**config.mk**
```make
export PLATFORM = sky130hd
export DESIGN_NAME = dcache_tag_array
export DESIGN_NICKNAME = d
export VERILOG_FILES = /design/src/dcache_pkg.sv /design/src/dcache_tag_array.sv
export VERILOG_INCLUDE_DIRS = /design/src /design/src/src
export SDC_FILE = /design/constraint.sdc
export NUM_CORES = 2
export LEC_CHECK = 0
export BUFFER_PORTS_ARGS = -buffer_cell sky130_fd_sc_hd__buf_4
export CAP_MARGIN = 20
export CORE_ASPECT_RATIO = 1.4
export CORE_UTILIZATION = 54
export CTS_CLUSTER_SIZE = 30
export DETAILED_ROUTE_END_ITERATION = 8
export MAX_ROUTING_LAYER = met4
export PLACE_DENSITY = 0.79
export REMOVE_ABC_BUFFERS = 1
export SETUP_SLACK_MARGIN = 0.1
export SYNTH_ARGS = -nofsm -noshare
export SYNTH_HDL_FRONTEND = slang
export SYNTH_SLANG_ARGS = --single-unit
```
**constraint.sdc**
```tcl
create_clock -name clk -period 7.3 [get_ports clk]
set_input_delay 1.46 -clock clk [delete_from_list [all_inputs] [get_ports clk]]
set_output_delay 1.46 -clock clk [all_outputs]
set_load 0.02 [all_outputs]
```
**src/dcache_cfg.svh**
```systemverilog
// widths and geometry of the data cache
// one 64-bit word per line, so the offset only selects bytes
// tag width follows from the other three widths
`ifndef DCACHE_CFG_SVH
`define DCACHE_CFG_SVH

`define DC_ADDR_W   32
`define DC_DATA_W   64
`define DC_OFFSET_W 3   // byte in word
`define DC_INDEX_W  6
`define DC_SETS     64

// 32 - 6 - 3 = 23
`define DC_TAG_W (`DC_ADDR_W - `DC_INDEX_W - `DC_OFFSET_W)

`endif

```
**src/dcache_pkg.sv**
```systemverilog
// shared types for the data cache and its testbench
// response codes follow AXI encoding, only OKAY and SLVERR are produced
`include "dcache_cfg.svh"

package dcache_pkg;

  typedef logic [`DC_ADDR_W-1:0] dc_addr_t;

  typedef enum logic [1:0] {
    OKAY   = 2'b00,
    SLVERR = 2'b10
  } dc_resp_e;

  typedef struct packed {
    logic [`DC_DATA_W-1:0]   data;
    logic [`DC_DATA_W/8-1:0] strb;
  } dc_wchan_t;

  typedef struct packed {
    logic [`DC_DATA_W-1:0] data;
    dc_resp_e              resp;
  } dc_rchan_t;

  typedef struct packed {
    logic                 valid;
    logic                 dirty;
    logic [`DC_TAG_W-1:0] tag;
  } dc_tag_entry_t;

  // answer of the tag array to one lookup
  typedef struct packed {
    logic                 hit;
    logic                 hit_way;
    logic                 victim_way;
    logic                 victim_dirty;  // victim valid and dirty
    logic [`DC_TAG_W-1:0] victim_tag;
  } dc_lookup_t;

  typedef enum logic [2:0] {
    IDLE,
    HIT,
    WB_ADDR,
    WB_DATA,
    WB_RESP,
    FILL_ADDR,
    FILL_DATA
  } dc_state_e;

endpackage

```
**src/dcache_tag_array.sv**
```systemverilog
// tag, valid, dirty and lru state for both ways
// lookup is combinational; update and touch take effect at the next edge
// victim is the first invalid way, else the way named by the lru bit
`timescale 1ns/1ns
`include "dcache_cfg.svh"

module dcache_tag_array (
  input  logic                          clk,
  input  logic                          rst,
  input  logic [`DC_INDEX_W-1:0]        lookup_index_i,
  input  logic [`DC_TAG_W-1:0]          lookup_tag_i,
  input  logic                          upd_en_i,
  input  logic                          upd_way_i,
  input  logic [`DC_INDEX_W-1:0]        upd_index_i,
  input  dcache_pkg::dc_tag_entry_t     upd_entry_i,
  input  logic                          touch_en_i,
  input  logic                          touch_way_i,
  input  logic [`DC_INDEX_W-1:0]        touch_index_i,
  output dcache_pkg::dc_lookup_t        lookup_o
);

  logic [1:0][`DC_SETS-1:0] valid_q;
  logic [1:0][`DC_SETS-1:0] dirty_q;
  logic [`DC_SETS-1:0]      lru_q;    // names the least recently used way
  logic [`DC_TAG_W-1:0]     tag_q [2][`DC_SETS];

  logic [1:0] hit_w;
  logic       victim;

  always_ff @(posedge clk) begin
    if (rst) begin
      valid_q <= '0;
      lru_q   <= '0;
    end else begin
      if (upd_en_i)
        valid_q[upd_way_i][upd_index_i] <= upd_entry_i.valid;
      if (touch_en_i)
        lru_q[touch_index_i] <= ~touch_way_i;  // other way becomes lru
    end
  end

  always_ff @(posedge clk) begin
    if (upd_en_i) begin
      dirty_q[upd_way_i][upd_index_i] <= upd_entry_i.dirty;
      tag_q[upd_way_i][upd_index_i]   <= upd_entry_i.tag;
    end
  end

  always_comb begin
    for (int w = 0; w < 2; w++) begin
      hit_w[w] = valid_q[w][lookup_index_i] && (tag_q[w][lookup_index_i] == lookup_tag_i);
    end
    if (!valid_q[0][lookup_index_i])
      victim = 1'b0;
    else if (!valid_q[1][lookup_index_i])
      victim = 1'b1;
    else
      victim = lru_q[lookup_index_i];
  end

  assign lookup_o.hit          = |hit_w;
  assign lookup_o.hit_way      = hit_w[1];
  assign lookup_o.victim_way   = victim;
  assign lookup_o.victim_dirty = valid_q[victim][lookup_index_i] &&
                                 dirty_q[victim][lookup_index_i];
  assign lookup_o.victim_tag   = tag_q[victim][lookup_index_i];

  // a tag may live in one way of a set only
  a_one_hit: assert property (@(posedge clk) disable iff (rst) !(hit_w[0] && hit_w[1]));

endmodule

```
==> impl_metrics.py <==
metrics = {
    "outcome": {
        "status": "finished, violations left",
        "violations": "setup timing",
    },
    "global_routing": {
        "grt_pass1_vias": 93281,
        "grt_max_degree": 116,
        "grt.overflow.total": 0,
        "groute.usage.overall_pct": 38.88,
        "grt_pass1_wl_mm": 723.5,
        "antenna_found_initial": 39,
    },
    "final_layout": {
        "drive_above_1_share_pct": 39.45,
        "fin_nets": 8217,
        "final_area_mm2": 0.1722,
        "final_common_cell": "edfxtp_1",
        "final_cell_mix": "edfxtp_1, mux4_2, buf_4",
        "fillers": 17739,
        "multi_input_area_mm2": 0.05304,
        "seqCellArea_mm2": 0.09609,
        "area_growth_pct": 14.75,
    },
    "critical_path": {
        "end_kind": "primary output",
        "crit_type": "input pin to primary output",
        "start_kind": "input pin",
        "rrSetupSlack_ns": 6.32,
        "critPathMaxFanout": 9,
        "arrival_ns": 5.93,
        "rr_worst_depth": 2,
        "required_ns": 5.84,
    },
    "sta": {
        "finalSetupViolCount": 5,
        "clock.fmax_mhz": 135.3,
        "rsz0062_at_grt": "true",
        "period_minus_slack_ns": 7.393,
        "drv_slew": 0,
        "setup_ws_ns": -0.09265,
        "holdWs_ns": 0.4896,
        "finalClockSkew_ns": 0,
        "hold_viol_final": 0,
        "relSlewSlack_pct": 14.23,
        "finalCritPeriodShare_pct": 101.3,
        "tightest_slew_ns": 1.283,
    },
    "yosys": {
        "synth_ff_type": "edfxtp_1",
        "yosysUniqueCellTypes": 69,
        "yosys-top-cells-area": "edfxtp_1, mux4_2, dfxtp_1, nor2_1, mux2i_1",
        "syn_area_per_cell_um2": 19.54,
        "syn_area_mm2": 0.1500,
        "yosysWarnings": 0,
        "synth-seq-cells": 3264,
        "synthArstFlopShare_pct": 0,
        "synth-seq-area-share_pct": 64.04,
        "synth-edff-count": 3072,
        "synth.largest_area_cell": "edfxtp_1",
        "synth_top_area_share_pct": 61.48,
        "postSynthCellCount": 7677,
    },
    "routing": {
        "remaining_drc_errors": 0,
        "ant_nets": 0,
        "route.detailed.wl_per_inst_um": 44.77,
        "first_pass_iters": 9,
        "drt-total-wl_mm": 541.6,
        "vias": 96033,
        "drtIter0Drc": 19045,
        "via_per_inst": 7.938,
    },
    "die": {
        "core_area_mm2": 0.2759,
        "top_level_ports": 99,
        "rows": 228,
        "initial_utilization_pct": 54.39,
        "fp.dieArea_mm2": 0.2800,
        "dieWidth_um": 447.5,
        "die_y_um": 625.7,
    },
    "power_and_ir_drop": {
        "ir_worst_vdd_uv": 188.9,
        "pwr_density_cell_mw_per_mm2": 239.9,
        "p_leak_uw": 0.05388,
    },
    "place": {
        "hpwl_mm": 316.4,
        "placed_cell_area_mm2": 0.1589,
        "portBuffers": 98,
        "place.gp.congestion": 0.9827,
    },
    "cts": {
        "cts_hold_buf": 0,
        "clock_path_buffers": 4,
        "ctsHtreeMaxLevel": 5,
        "insertion_delay_ns": 0.91,
        "cts-root-buf": "clkbuf_16",
        "cts_tree": "done",
        "numCtsBuffers": 309,
        "clk_pin_slew_ns": 0.06,
        "cts.sinks": 3264,
    },
    "job": {
        "max-cap-violations": 0,
    },
    "min_path": {
        "min_path_type": "flip-flop to flip-flop",
        "hold_depth": 2,
    },
}
-- cell usage after synthesis, drive strengths merged, types with 3 or more instances --
| cell | number |
|---|---|
| inv | 3 |
| clkbuf | 323 |
| xnor2 | 30 |
| mux2i | 168 |
| o221a | 3 |
| o22a | 3 |
| xor2 | 16 |
| a31o | 3 |
| or3b | 3 |
| buf | 312 |
| mux2 | 19 |
| dfxtp | 192 |
| nand2b | 11 |
| nand2 | 229 |
| or4 | 4 |
| or2 | 18 |
| a221oi | 20 |
| o21ai | 199 |
| a22oi | 27 |
| nand3 | 47 |
| o221ai | 39 |
| edfxtp | 3072 |
| nor3 | 14 |
| a311oi | 40 |
| and3 | 36 |
| nand3b | 4 |
| o211ai | 17 |
| nor2b | 35 |
| nor4 | 50 |
| nor2 | 569 |
| mux4 | 1748 |
| a21oi | 160 |
| a211oi | 97 |
| nand4 | 17 |
| o22ai | 83 |
| or3 | 10 |
| a31oi | 27 |
-- cell type report --
type / count / share of cell area (%)
clock inverters: 172 / 0.9251
multi-input cells: 3773 / 30.81
well taps: 3680 / 2.674
flip-flops and latches: 3264 / 55.81
diodes: 43 / 0.06250
clock buffers: 369 / 4.719
inverters: 5 / 0.02253
repair buffers: 792 / 4.977
-- worst paths after layout --
check | startpoint | endpoint
hold reg to reg | valid_q[62]$_SDFFE_PP0P_ | valid_q[62]$_SDFFE_PP0P_
setup / recovery | lookup_index_i[0] | lookup_o[8]
setup reg to reg | valid_q[59]$_SDFFE_PP0P_ | valid_q[59]$_SDFFE_PP0P_
hold / removal | valid_q[62]$_SDFFE_PP0P_ | valid_q[62]$_SDFFE_PP0P_
-- flip-flops by register name, indices dropped and copies added, names as in the netlist --
| signal | flops |
|---|---|
| dirty_q | 128 |
| lru_q | 64 |
| tag_q | 2944 |
| valid_q | 128 |
-- through the flow --
| step | worst slack, ns | TNS, ns | total power (µW) | utilization, % | std cells |
|---|---|---|---|---|---|
| 2_1_floorplan | -27.77 | -585.10 | 23740 | - | 7042 |
| 3_3_place_gp | -0.7355 | -11.07 | 24880 | 57.57 | 11368 |
| 3_5_place_dp | -0.6494 | -10.79 | 24950 | 57.60 | 11373 |
| 4_1_cts | 0.07673 | 0 | 40800 | 61.65 | 11950 |
| 5_1_grt | -0.06620 | -0.2109 | 41880 | 62.40 | 12085 |
| 6_report | -0.09265 | -0.2553 | 41300 | 62.41 | 12098 |
-- critical path, stage by stage --
cell and delay, ns:
buf_16 0.13, buf_4 0.27, mux4_2 0.52, mux2i_1 0.25, o211a_1 0.22, o32ai_2 0.08
buf_4 0.16, nand2_8 0.07, buf_12 0.18, buf_16 0.17, mux4_2 0.53, mux2_4 0.30
o221ai_2 0.17, buf_4 0.17, o311ai_1 0.11, o211ai_1 0.41, nand4_1 0.26, buf_6 0.22
buf_4 0.16
-- what timing repair did --
action	in CTS	in global routing
gates resized for setup	129	167
setup endpoints to repair	26	26
cloned	17	18
setup buffers	19	88
pin swaps	22	50
-- kinds of logic after synthesis --
kind of cell	after synthesis	synth area share (%)
flops	3264	64.04
mux	1935	27.50
simple gates	1055	3.045
compound gates	737	3.117
buf+inv	640	2.023
xor+xnor	46	0.2685
-- per-layer routing --
| metal | wire [µm] | up-vias | track usage [%] | part of all wire, % |
|---|---|---|---|---|
| met1 | 151700 | 48555 | 43.64 | 28 |
| met2 | 241100 | 10774 | 55.92 | 45 |
| li1 | - | 33923 | - | - |
| met4 | 63480 | 0 | 34.90 | 12 |
| met3 | 85290 | 2781 | 12.02 | 16 |
| met5 | 0 | - | - | 0 |
-- power breakdown --
group / internal, µW / switching (µW) / leakage [µW]
clock: 8910 / 7220 / 0.00474
sequential: 20500 / 41.3 / 0.0292
combinational: 1970 / 2630 / 0.0200
total: 31400 / 9890 / 0.0539
No activity file was read; power rests on OpenSTA's default activity.
