<file path="src/dcache_cfg.svh">
// widths and geometry of the data cache
// one 64-bit word per line, so the offset only selects bytes
// tag width follows from the other three widths
`ifndef DCACHE_CFG_SVH
`define DCACHE_CFG_SVH

`define DC_ADDR_W   32
`define DC_DATA_W   64
`define DC_OFFSET_W 3   // byte in word
`define DC_INDEX_W  6
`define DC_SETS     64

// 32 - 6 - 3 = 23
`define DC_TAG_W (`DC_ADDR_W - `DC_INDEX_W - `DC_OFFSET_W)

`endif

</file>
<file path="src/dcache_pkg.sv">
// shared types for the data cache and its testbench
// response codes follow AXI encoding, only OKAY and SLVERR are produced
`include "dcache_cfg.svh"

package dcache_pkg;

  typedef logic [`DC_ADDR_W-1:0] dc_addr_t;

  typedef enum logic [1:0] {
    OKAY   = 2'b00,
    SLVERR = 2'b10
  } dc_resp_e;

  typedef struct packed {
    logic [`DC_DATA_W-1:0]   data;
    logic [`DC_DATA_W/8-1:0] strb;
  } dc_wchan_t;

  typedef struct packed {
    logic [`DC_DATA_W-1:0] data;
    dc_resp_e              resp;
  } dc_rchan_t;

  typedef struct packed {
    logic                 valid;
    logic                 dirty;
    logic [`DC_TAG_W-1:0] tag;
  } dc_tag_entry_t;

  // answer of the tag array to one lookup
  typedef struct packed {
    logic                 hit;
    logic                 hit_way;
    logic                 victim_way;
    logic                 victim_dirty;  // victim valid and dirty
    logic [`DC_TAG_W-1:0] victim_tag;
  } dc_lookup_t;

  typedef enum logic [2:0] {
    IDLE,
    HIT,
    WB_ADDR,
    WB_DATA,
    WB_RESP,
    FILL_ADDR,
    FILL_DATA
  } dc_state_e;

endpackage

</file>
<file path="src/dcache_ctrl.sv">
// blocking controller, one request in flight
// hit or miss is decided at acceptance; a miss writes back a dirty victim,
// refills, then finishes in HIT like a hit. lru is touched when r or b completes
`timescale 1ns/1ns
`include "dcache_cfg.svh"

module dcache_ctrl (
  input  logic                          clk,
  input  logic                          rst,
  // cpu side
  input  logic                          ar_valid_i,
  output logic                          ar_ready_o,
  input  dcache_pkg::dc_addr_t          ar_addr_i,
  input  logic                          aw_valid_i,
  output logic                          aw_ready_o,
  input  dcache_pkg::dc_addr_t          aw_addr_i,
  input  logic                          w_valid_i,
  output logic                          w_ready_o,
  input  dcache_pkg::dc_wchan_t         w_chan_i,
  output logic                          r_valid_o,
  input  logic                          r_ready_i,
  output dcache_pkg::dc_rchan_t         r_chan_o,
  output logic                          b_valid_o,
  input  logic                          b_ready_i,
  output dcache_pkg::dc_resp_e          b_resp_o,
  // memory side
  output logic                          mem_ar_valid_o,
  input  logic                          mem_ar_ready_i,
  output dcache_pkg::dc_addr_t          mem_ar_addr_o,
  output logic                          mem_aw_valid_o,
  input  logic                          mem_aw_ready_i,
  output dcache_pkg::dc_addr_t          mem_aw_addr_o,
  output logic                          mem_w_valid_o,
  input  logic                          mem_w_ready_i,
  output dcache_pkg::dc_wchan_t         mem_w_chan_o,
  input  logic                          mem_r_valid_i,
  output logic                          mem_r_ready_o,
  input  dcache_pkg::dc_rchan_t         mem_r_chan_i,
  input  logic                          mem_b_valid_i,
  output logic                          mem_b_ready_o,
  input  dcache_pkg::dc_resp_e          mem_b_resp_i,
  // tag array
  output logic [`DC_INDEX_W-1:0]        lookup_index_o,
  output logic [`DC_TAG_W-1:0]          lookup_tag_o,
  input  dcache_pkg::dc_lookup_t        lookup_i,
  output logic                          upd_en_o,
  output logic                          upd_way_o,
  output logic [`DC_INDEX_W-1:0]        upd_index_o,
  output dcache_pkg::dc_tag_entry_t     upd_entry_o,
  output logic                          touch_en_o,
  output logic                          touch_way_o,
  output logic [`DC_INDEX_W-1:0]        touch_index_o,
  // data ram
  output logic                          rd_en_o,
  output logic [`DC_INDEX_W-1:0]        rd_index_o,
  input  logic [1:0][`DC_DATA_W-1:0]    rd_q_i,
  output logic                          wr_en_o,
  output logic                          wr_way_o,
  output logic [`DC_INDEX_W-1:0]        wr_index_o,
  output logic [`DC_DATA_W-1:0]         wr_data_o,
  output logic [`DC_DATA_W/8-1:0]       wr_strb_o
);

  localparam logic [`DC_OFFSET_W-1:0] NO_OFFSET = '0;

  dcache_pkg::dc_state_e state_q;
  logic                  is_wr_q;
  logic                  way_q;
  logic                  err_q;   // write-back or fill saw SLVERR
  logic [`DC_TAG_W-1:0]  tag_q;
  logic [`DC_INDEX_W-1:0] idx_q;

  dcache_pkg::dc_addr_t  acc_addr;
  logic [`DC_INDEX_W-1:0] acc_index;
  logic [`DC_TAG_W-1:0]  acc_tag;
  dcache_pkg::dc_resp_e  fill_resp;
  logic ar_fire, aw_fire, acc;
  logic r_fire, w_fire, b_fire;
  logic mem_ar_fire, mem_aw_fire, mem_w_fire, mem_r_fire, mem_b_fire;

  assign ar_ready_o = (state_q == dcache_pkg::IDLE);
  assign aw_ready_o = (state_q == dcache_pkg::IDLE) && !ar_valid_i;  // read wins

  assign ar_fire     = ar_valid_i && ar_ready_o;
  assign aw_fire     = aw_valid_i && aw_ready_o;
  assign acc         = ar_fire || aw_fire;
  assign r_fire      = r_valid_o && r_ready_i;
  assign w_fire      = w_valid_i && w_ready_o;
  assign b_fire      = b_valid_o && b_ready_i;
  assign mem_ar_fire = mem_ar_valid_o && mem_ar_ready_i;
  assign mem_aw_fire = mem_aw_valid_o && mem_aw_ready_i;
  assign mem_w_fire  = mem_w_valid_o && mem_w_ready_i;
  assign mem_r_fire  = mem_r_valid_i && mem_r_ready_o;
  assign mem_b_fire  = mem_b_valid_i && mem_b_ready_o;

  assign acc_addr  = ar_valid_i ? ar_addr_i : aw_addr_i;
  assign acc_index = acc_addr[`DC_OFFSET_W +: `DC_INDEX_W];
  assign acc_tag   = acc_addr[`DC_ADDR_W-1 -: `DC_TAG_W];
  assign fill_resp = (err_q || mem_r_chan_i.resp != dcache_pkg::OKAY) ?
                     dcache_pkg::SLVERR : dcache_pkg::OKAY;

  // lookup and ram read in the accepting cycle
  assign lookup_index_o = acc_index;
  assign lookup_tag_o   = acc_tag;
  assign rd_en_o        = acc;
  assign rd_index_o     = acc_index;

  // refill writes the whole word, a cpu write only its strobed bytes
  assign wr_en_o    = w_fire || mem_r_fire;
  assign wr_way_o   = way_q;
  assign wr_index_o = idx_q;
  assign wr_data_o  = mem_r_fire ? mem_r_chan_i.data : w_chan_i.data;
  assign wr_strb_o  = mem_r_fire ? '1 : w_chan_i.strb;

  assign upd_en_o          = w_fire || mem_r_fire;
  assign upd_way_o         = way_q;
  assign upd_index_o       = idx_q;
  assign upd_entry_o.valid = 1'b1;
  assign upd_entry_o.dirty = w_fire;  // clean on refill
  assign upd_entry_o.tag   = tag_q;

  assign touch_en_o    = r_fire || b_fire;
  assign touch_way_o   = way_q;
  assign touch_index_o = idx_q;

  always_ff @(posedge clk) begin
    if (rst) begin
      state_q        <= dcache_pkg::IDLE;
      is_wr_q        <= 1'b0;
      way_q          <= 1'b0;
      err_q          <= 1'b0;
      r_valid_o      <= 1'b0;
      b_valid_o      <= 1'b0;
      w_ready_o      <= 1'b0;
      mem_ar_valid_o <= 1'b0;
      mem_aw_valid_o <= 1'b0;
      mem_w_valid_o  <= 1'b0;
      mem_r_ready_o  <= 1'b0;
      mem_b_ready_o  <= 1'b0;
    end else begin
      case (state_q)
        dcache_pkg::IDLE: if (acc) begin
          is_wr_q <= aw_fire;
          err_q   <= 1'b0;
          if (lookup_i.hit) begin
            way_q     <= lookup_i.hit_way;
            w_ready_o <= aw_fire;
            state_q   <= dcache_pkg::HIT;
          end else begin
            way_q <= lookup_i.victim_way;
            if (lookup_i.victim_dirty) begin
              mem_aw_valid_o <= 1'b1;
              state_q        <= dcache_pkg::WB_ADDR;
            end else begin
              mem_ar_valid_o <= 1'b1;
              state_q        <= dcache_pkg::FILL_ADDR;
            end
          end
        end
        dcache_pkg::HIT: begin
          if (is_wr_q) begin
            if (w_fire) begin
              w_ready_o <= 1'b0;
              b_valid_o <= 1'b1;
            end else if (b_fire) begin
              b_valid_o <= 1'b0;
              state_q   <= dcache_pkg::IDLE;
            end
          end else if (!r_valid_o) begin
            r_valid_o <= 1'b1;          // ram word ready now
          end else if (r_fire) begin
            r_valid_o <= 1'b0;
            state_q   <= dcache_pkg::IDLE;
          end
        end
        dcache_pkg::WB_ADDR: if (mem_aw_fire) begin
          mem_aw_valid_o <= 1'b0;
          mem_w_valid_o  <= 1'b1;
          state_q        <= dcache_pkg::WB_DATA;
        end
        dcache_pkg::WB_DATA: if (mem_w_fire) begin
          mem_w_valid_o <= 1'b0;
          mem_b_ready_o <= 1'b1;
          state_q       <= dcache_pkg::WB_RESP;
        end
        dcache_pkg::WB_RESP: if (mem_b_fire) begin
          mem_b_ready_o  <= 1'b0;
          mem_ar_valid_o <= 1'b1;
          err_q          <= (mem_b_resp_i != dcache_pkg::OKAY);
          state_q        <= dcache_pkg::FILL_ADDR;
        end
        dcache_pkg::FILL_ADDR: if (mem_ar_fire) begin
          mem_ar_valid_o <= 1'b0;
          mem_r_ready_o  <= 1'b1;
          state_q        <= dcache_pkg::FILL_DATA;
        end
        dcache_pkg::FILL_DATA: if (mem_r_fire) begin
          mem_r_ready_o <= 1'b0;
          err_q         <= (fill_resp != dcache_pkg::OKAY);
          if (is_wr_q)
            w_ready_o <= 1'b1;          // merge w over the fill
          else
            r_valid_o <= 1'b1;          // fill data goes straight back
          state_q <= dcache_pkg::HIT;
        end
        default: state_q <= dcache_pkg::IDLE;
      endcase
    end
  end

  // payload, loaded only while the matching valid is low
  always_ff @(posedge clk) begin
    if (acc) begin
      tag_q         <= acc_tag;
      idx_q         <= acc_index;
      mem_aw_addr_o <= {lookup_i.victim_tag, acc_index, NO_OFFSET};
      mem_ar_addr_o <= {acc_tag, acc_index, NO_OFFSET};
    end
    if (mem_aw_fire)
      mem_w_chan_o <= '{data: rd_q_i[way_q], strb: '1};
    if (state_q == dcache_pkg::HIT && !is_wr_q && !r_valid_o)
      r_chan_o <= '{data: rd_q_i[way_q], resp: dcache_pkg::OKAY};
    if (mem_r_fire)
      r_chan_o <= '{data: mem_r_chan_i.data, resp: fill_resp};
    if (w_fire)
      b_resp_o <= err_q ? dcache_pkg::SLVERR : dcache_pkg::OKAY;
  end

  a_mem_rw_excl: assert property (@(posedge clk) disable iff (rst)
    !(mem_ar_valid_o && mem_aw_valid_o));

  a_r_hold: assert property (@(posedge clk) disable iff (rst)
    r_valid_o && !r_ready_i |=> r_valid_o && $stable(r_chan_o));

endmodule

</file>
<file path="config.mk">
export PLATFORM = sky130hd
export DESIGN_NAME = dcache_ctrl
export DESIGN_NICKNAME = d
export VERILOG_FILES = /design/src/dcache_pkg.sv /design/src/dcache_ctrl.sv
export VERILOG_INCLUDE_DIRS = /design/src /design/src/src
export SDC_FILE = /design/constraint.sdc
export NUM_CORES = 1
export LEC_CHECK = 0
export ABC_AREA = 1
export BUFFER_PORTS_ARGS = -buffer_cell sky130_fd_sc_hd__buf_2
export CORE_AREA = 2 2 288 290
export DETAILED_ROUTE_END_ITERATION = 10
export DIE_AREA = 0 0 290 292
export SLEW_MARGIN = 20
export SYNTH_ARGS = -nofsm -noshare
export SYNTH_HDL_FRONTEND = slang
export SYNTH_SLANG_ARGS = --single-unit
export TNS_END_PERCENT = 30
</file>
<file path="constraint.sdc">
create_clock -name clk -period 9.9 [get_ports clk]
set_input_delay 1.485 -clock clk [delete_from_list [all_inputs] [get_ports clk]]
set_output_delay 1.485 -clock clk [all_outputs]
set_load 0.01 [all_outputs]
</file>
==> run summary <==
The largest clock skew in the final design is 0.01324 ns. In this run the cell area of the synthesized design comes to 0.009667 mm^2. The top cell type's share of synthesized area came out at 0.5654. At the pin with the least slew margin, the transition time is 1.038 ns.

The post-synthesis cell count came out at 1069. The number of flip-flops and latches in the synthesized netlist is approximately 200. The pin count of the biggest net entering global routing is 99. The number of buffers inserted by port buffering is just over 700. The share of flip-flops with an asynchronous set or reset came out at 0. The clock insertion delay at the later pin of the skew report came out at 0.49 ns. Setup repair after global routing left no endpoint under its margin. The final routed DRC violation total is 0. The maximum root-to-sink buffer count is 2. The area of all placed cells without fillers came out at 0.01458 mm^2. The worst register-to-register path has a depth of 5. TritonCTS built the clock tree. The initial antenna violation count is 8. The number of antenna repair diodes is 0. The aggregate global routing overflow is 0. In this run the critical register-to-register path is captured at r_chan_o[60]$_DFFE_PP_. The global routing usage summed across all routing layers came out at 0.1011. The share of the Yosys chip area taken by registers is 0.5944. The total setup violations reported at the end of the flow came out at 0. The number of gates resized after CTS is 0. The count of different cell masters after synthesis came out at 33.

The part of the cycle the worst path needs is 0.5187. The estimated wirelength of the detail-placed design came out at between 30000 and 40000 um. For this run, the number of Yosys warnings is 0. The count of nets left with antenna violations once routing finished came out at 0. The run finished with clean final reports. The final max-slew violation count came out at 0.

The initial DRC count came out at 701. The path class of the tightest hold or removal check is flip-flop to flip-flop. The number of enable-type register cells in the synthesized netlist came out at 182. The number of global-route vias before repair is 9053. The area overhead of the layout relative to synthesis came out at 50.84%. The worst hold path begins at mem_w_valid_o$_SDFFE_PP0P_. For this run, the leading register cell type out of synthesis is sky130_fd_sc_hd__edfxtp_1. The share of cells above drive strength 1 came out at 0.4598. The TritonCTS sink count came out at 196. The number of vias per cell is 3.432. The row count came out at 105.

The worst register-to-register path begins at state_q[0]$_SDFFE_PP0P_. The initial cell density of the core came out at 0.1185. In this run the standard cell core region covers 0.08158 mm^2.

The average wire per cell in the routed design came out at 15.96 um. The number of H-tree branching levels came out at 4. The buffer type at the clock tree root is sky130_fd_sc_hd__clkbuf_16. The worst setup path is launched from an input port. The floorplan step defined a die boundary enclosing 0.08468 mm^2. VDD sags by at most ~0.12 mV. After the last flow step, the layout net total stands at 2077. Based on the critical path, the design can be clocked at up to between 150 and 200 MHz.

Sorting the synthesized cells by how often they occur yields sky130_fd_sc_hd__nand2_1 (484), sky130_fd_sc_hd__edfxtp_1 (182), sky130_fd_sc_hd__o21ai_0 (112). The worst-case hold path end point is mem_w_valid_o$_SDFFE_PP0P_. Measured against its own limit, the worst slew margin works out to 0.3055. The length of the first detailed-routing pass in iterations is 5. The first global-routing pass estimated 61040 um of wire.

The number of buffers created by CTS came out at 17. The count of endpoints failing hold in the final timing report is 0. A synthesized cell averages 9.043 um^2. The worst setup path is captured at an output port.

The final route contains 9569 vias. The number of top-level pins came out at ~740. Hold repair after CTS inserted 0 buffers.

In the post-synthesis netlist, the cell with the most instances is sky130_fd_sc_hd__nand2_1. The die outline height came out at a little under 300 um. The die is 290 um wide. The filler cell count came out at ~9200. The required time at the endpoint of the critical path is approximately 8.4 ns. The count of buffers added by post-CTS timing repair for setup is 0. The clock transition at the registers of the reported paths came out at 0.07 ns. Setup total negative slack on the finished layout was measured at 0 ns.

The worst hold slack across all endpoints is 0.4796 ns. The power density over the cells came out at between 200 and 250 mW/mm^2. Along the worst path, the maximum fanout reaches 98. The slack of the worst reg-to-reg path is between 6 and 7 ns. The detailed-route wire length came out at 44490 um. The leakage power came out at between 7 and 8 nW. Ranked by total cell area, the synthesized netlist is headed by sky130_fd_sc_hd__edfxtp_1 (57%), sky130_fd_sc_hd__nand2_1 (19%), sky130_fd_sc_hd__buf_4 (6.1%). Routability-driven placement finished with a final weighted congestion of about 0.91. In this run the cell area measured after placement is 0.01396 mm^2. Subtracting the final worst setup slack from the clock period gives 5.136 ns. The biggest area contributor in the post-synthesis netlist is sky130_fd_sc_hd__edfxtp_1. The number of violations of the max-capacitance limit came out at 0. The critical path is of the input port to output port type.

The arrival time at the worst endpoint is around 3.7 ns. Counting instances, the worst hold path has a depth of 2.
-- sequential cells by signal, indices dropped and copies added, names as in the netlist, 3 cells and up --
name	cells
state_q	3
r_chan_o	65
mem_w_chan_o	64
touch_index_o	5
tag_q	23
mem_aw_addr_o	24
-- report_power, final --
group,total (mW),leakage [nW],internal [mW],switching (mW)
Combinational,1.04,5.21,0.342,0.696
Sequential,1.29,1.81,1.17,0.114
Clock,0.787,0.304,0.426,0.361
-- cells by family after synthesis --
group / count (synthesis) / synth area share
AOI/OAI and AO/OA: 126 / 0.06640
buffers and inverters: 199 / 0.1129
DFF: 196 / 0.5944
muxes: 1 / 0.001036
other: 2 / 0.0007769
and+or+nand+nor: 545 / 0.2246
-- critical path: stages --
cell,delay (ns)
sky130_fd_sc_hd__buf_2,0.12
sky130_fd_sc_hd__nand2_4,0.41
sky130_fd_sc_hd__buf_4,0.77
sky130_fd_sc_hd__o21ai_0,0.48
sky130_fd_sc_hd__buf_2,0.27
-- final cells by class --
type | instances | area, um^2 | area share
clock buffer | 17 | 425.4 | 0.02917
clock inverter | 14 | 200.2 | 0.01373
inverter | 74 | 286.5 | 0.01965
multi-input combinational | 689 | 2913 | 0.1998
sequential | 196 | 5749 | 0.3943
tap | 1070 | 1339 | 0.09181
timing repair buffer | 728 | 3669 | 0.2516
-- worst max-delay path by stage --
| stage | from | endpoint | cells after the start |
|---|---|---|---|
| 4_1_cts | mem_r_valid_i | wr_data_o[60] | 7 |
| 2_1_floorplan | state_q[1]$_SDFFE_PP0P_ | r_chan_o[10]$_DFFE_PP_ | 6 |
| 5_1_grt | mem_r_valid_i | wr_data_o[60] | 7 |
| 3_5_place_dp | mem_r_valid_i | wr_data_o[60] | 7 |
| 3_3_place_gp | mem_r_valid_i | wr_data_o[43] | 5 |
| 6_report | mem_r_valid_i | wr_data_o[43] | 5 |
-- metrics by stage --
step	utilization	power (mW)	setup slack, ns	instances
2_1_floorplan	-	1.913	3.967	1084
3_3_place_gp	0.1711	2.354	4.871	2757
3_5_place_dp	0.1711	2.367	4.845	2757
4_1_cts	0.1787	3.170	4.842	2788
5_1_grt	0.1787	3.299	4.666	2788
6_report	0.1787	3.112	4.764	2788
-- cell usage in the layout, fill, tap and decap left out, drive strengths merged, types with 9 or more instances in the layout --
| master | instances |
|---|---|
| o21ai | 113 |
| inv | 78 |
| edfxtp | 182 |
| a21oi | 9 |
| conb | 17 |
| nand3 | 11 |
| nor2 | 33 |
| nand2 | 487 |
| buf | 728 |
| clkbuf | 17 |
| dfxtp | 14 |
-- per-layer routing --
layer  vias up  GRT usage  share of wire  wire length, um
met3        67    0.02793          0.077             3404
met5         -          0        0.00088               39
met4         6    0.04522          0.031             1384
met1      4352     0.1298           0.44            19600
met2       514     0.1579           0.45            20060
li1       4630          -              -                -
Power figures use the tool's default switching activity.
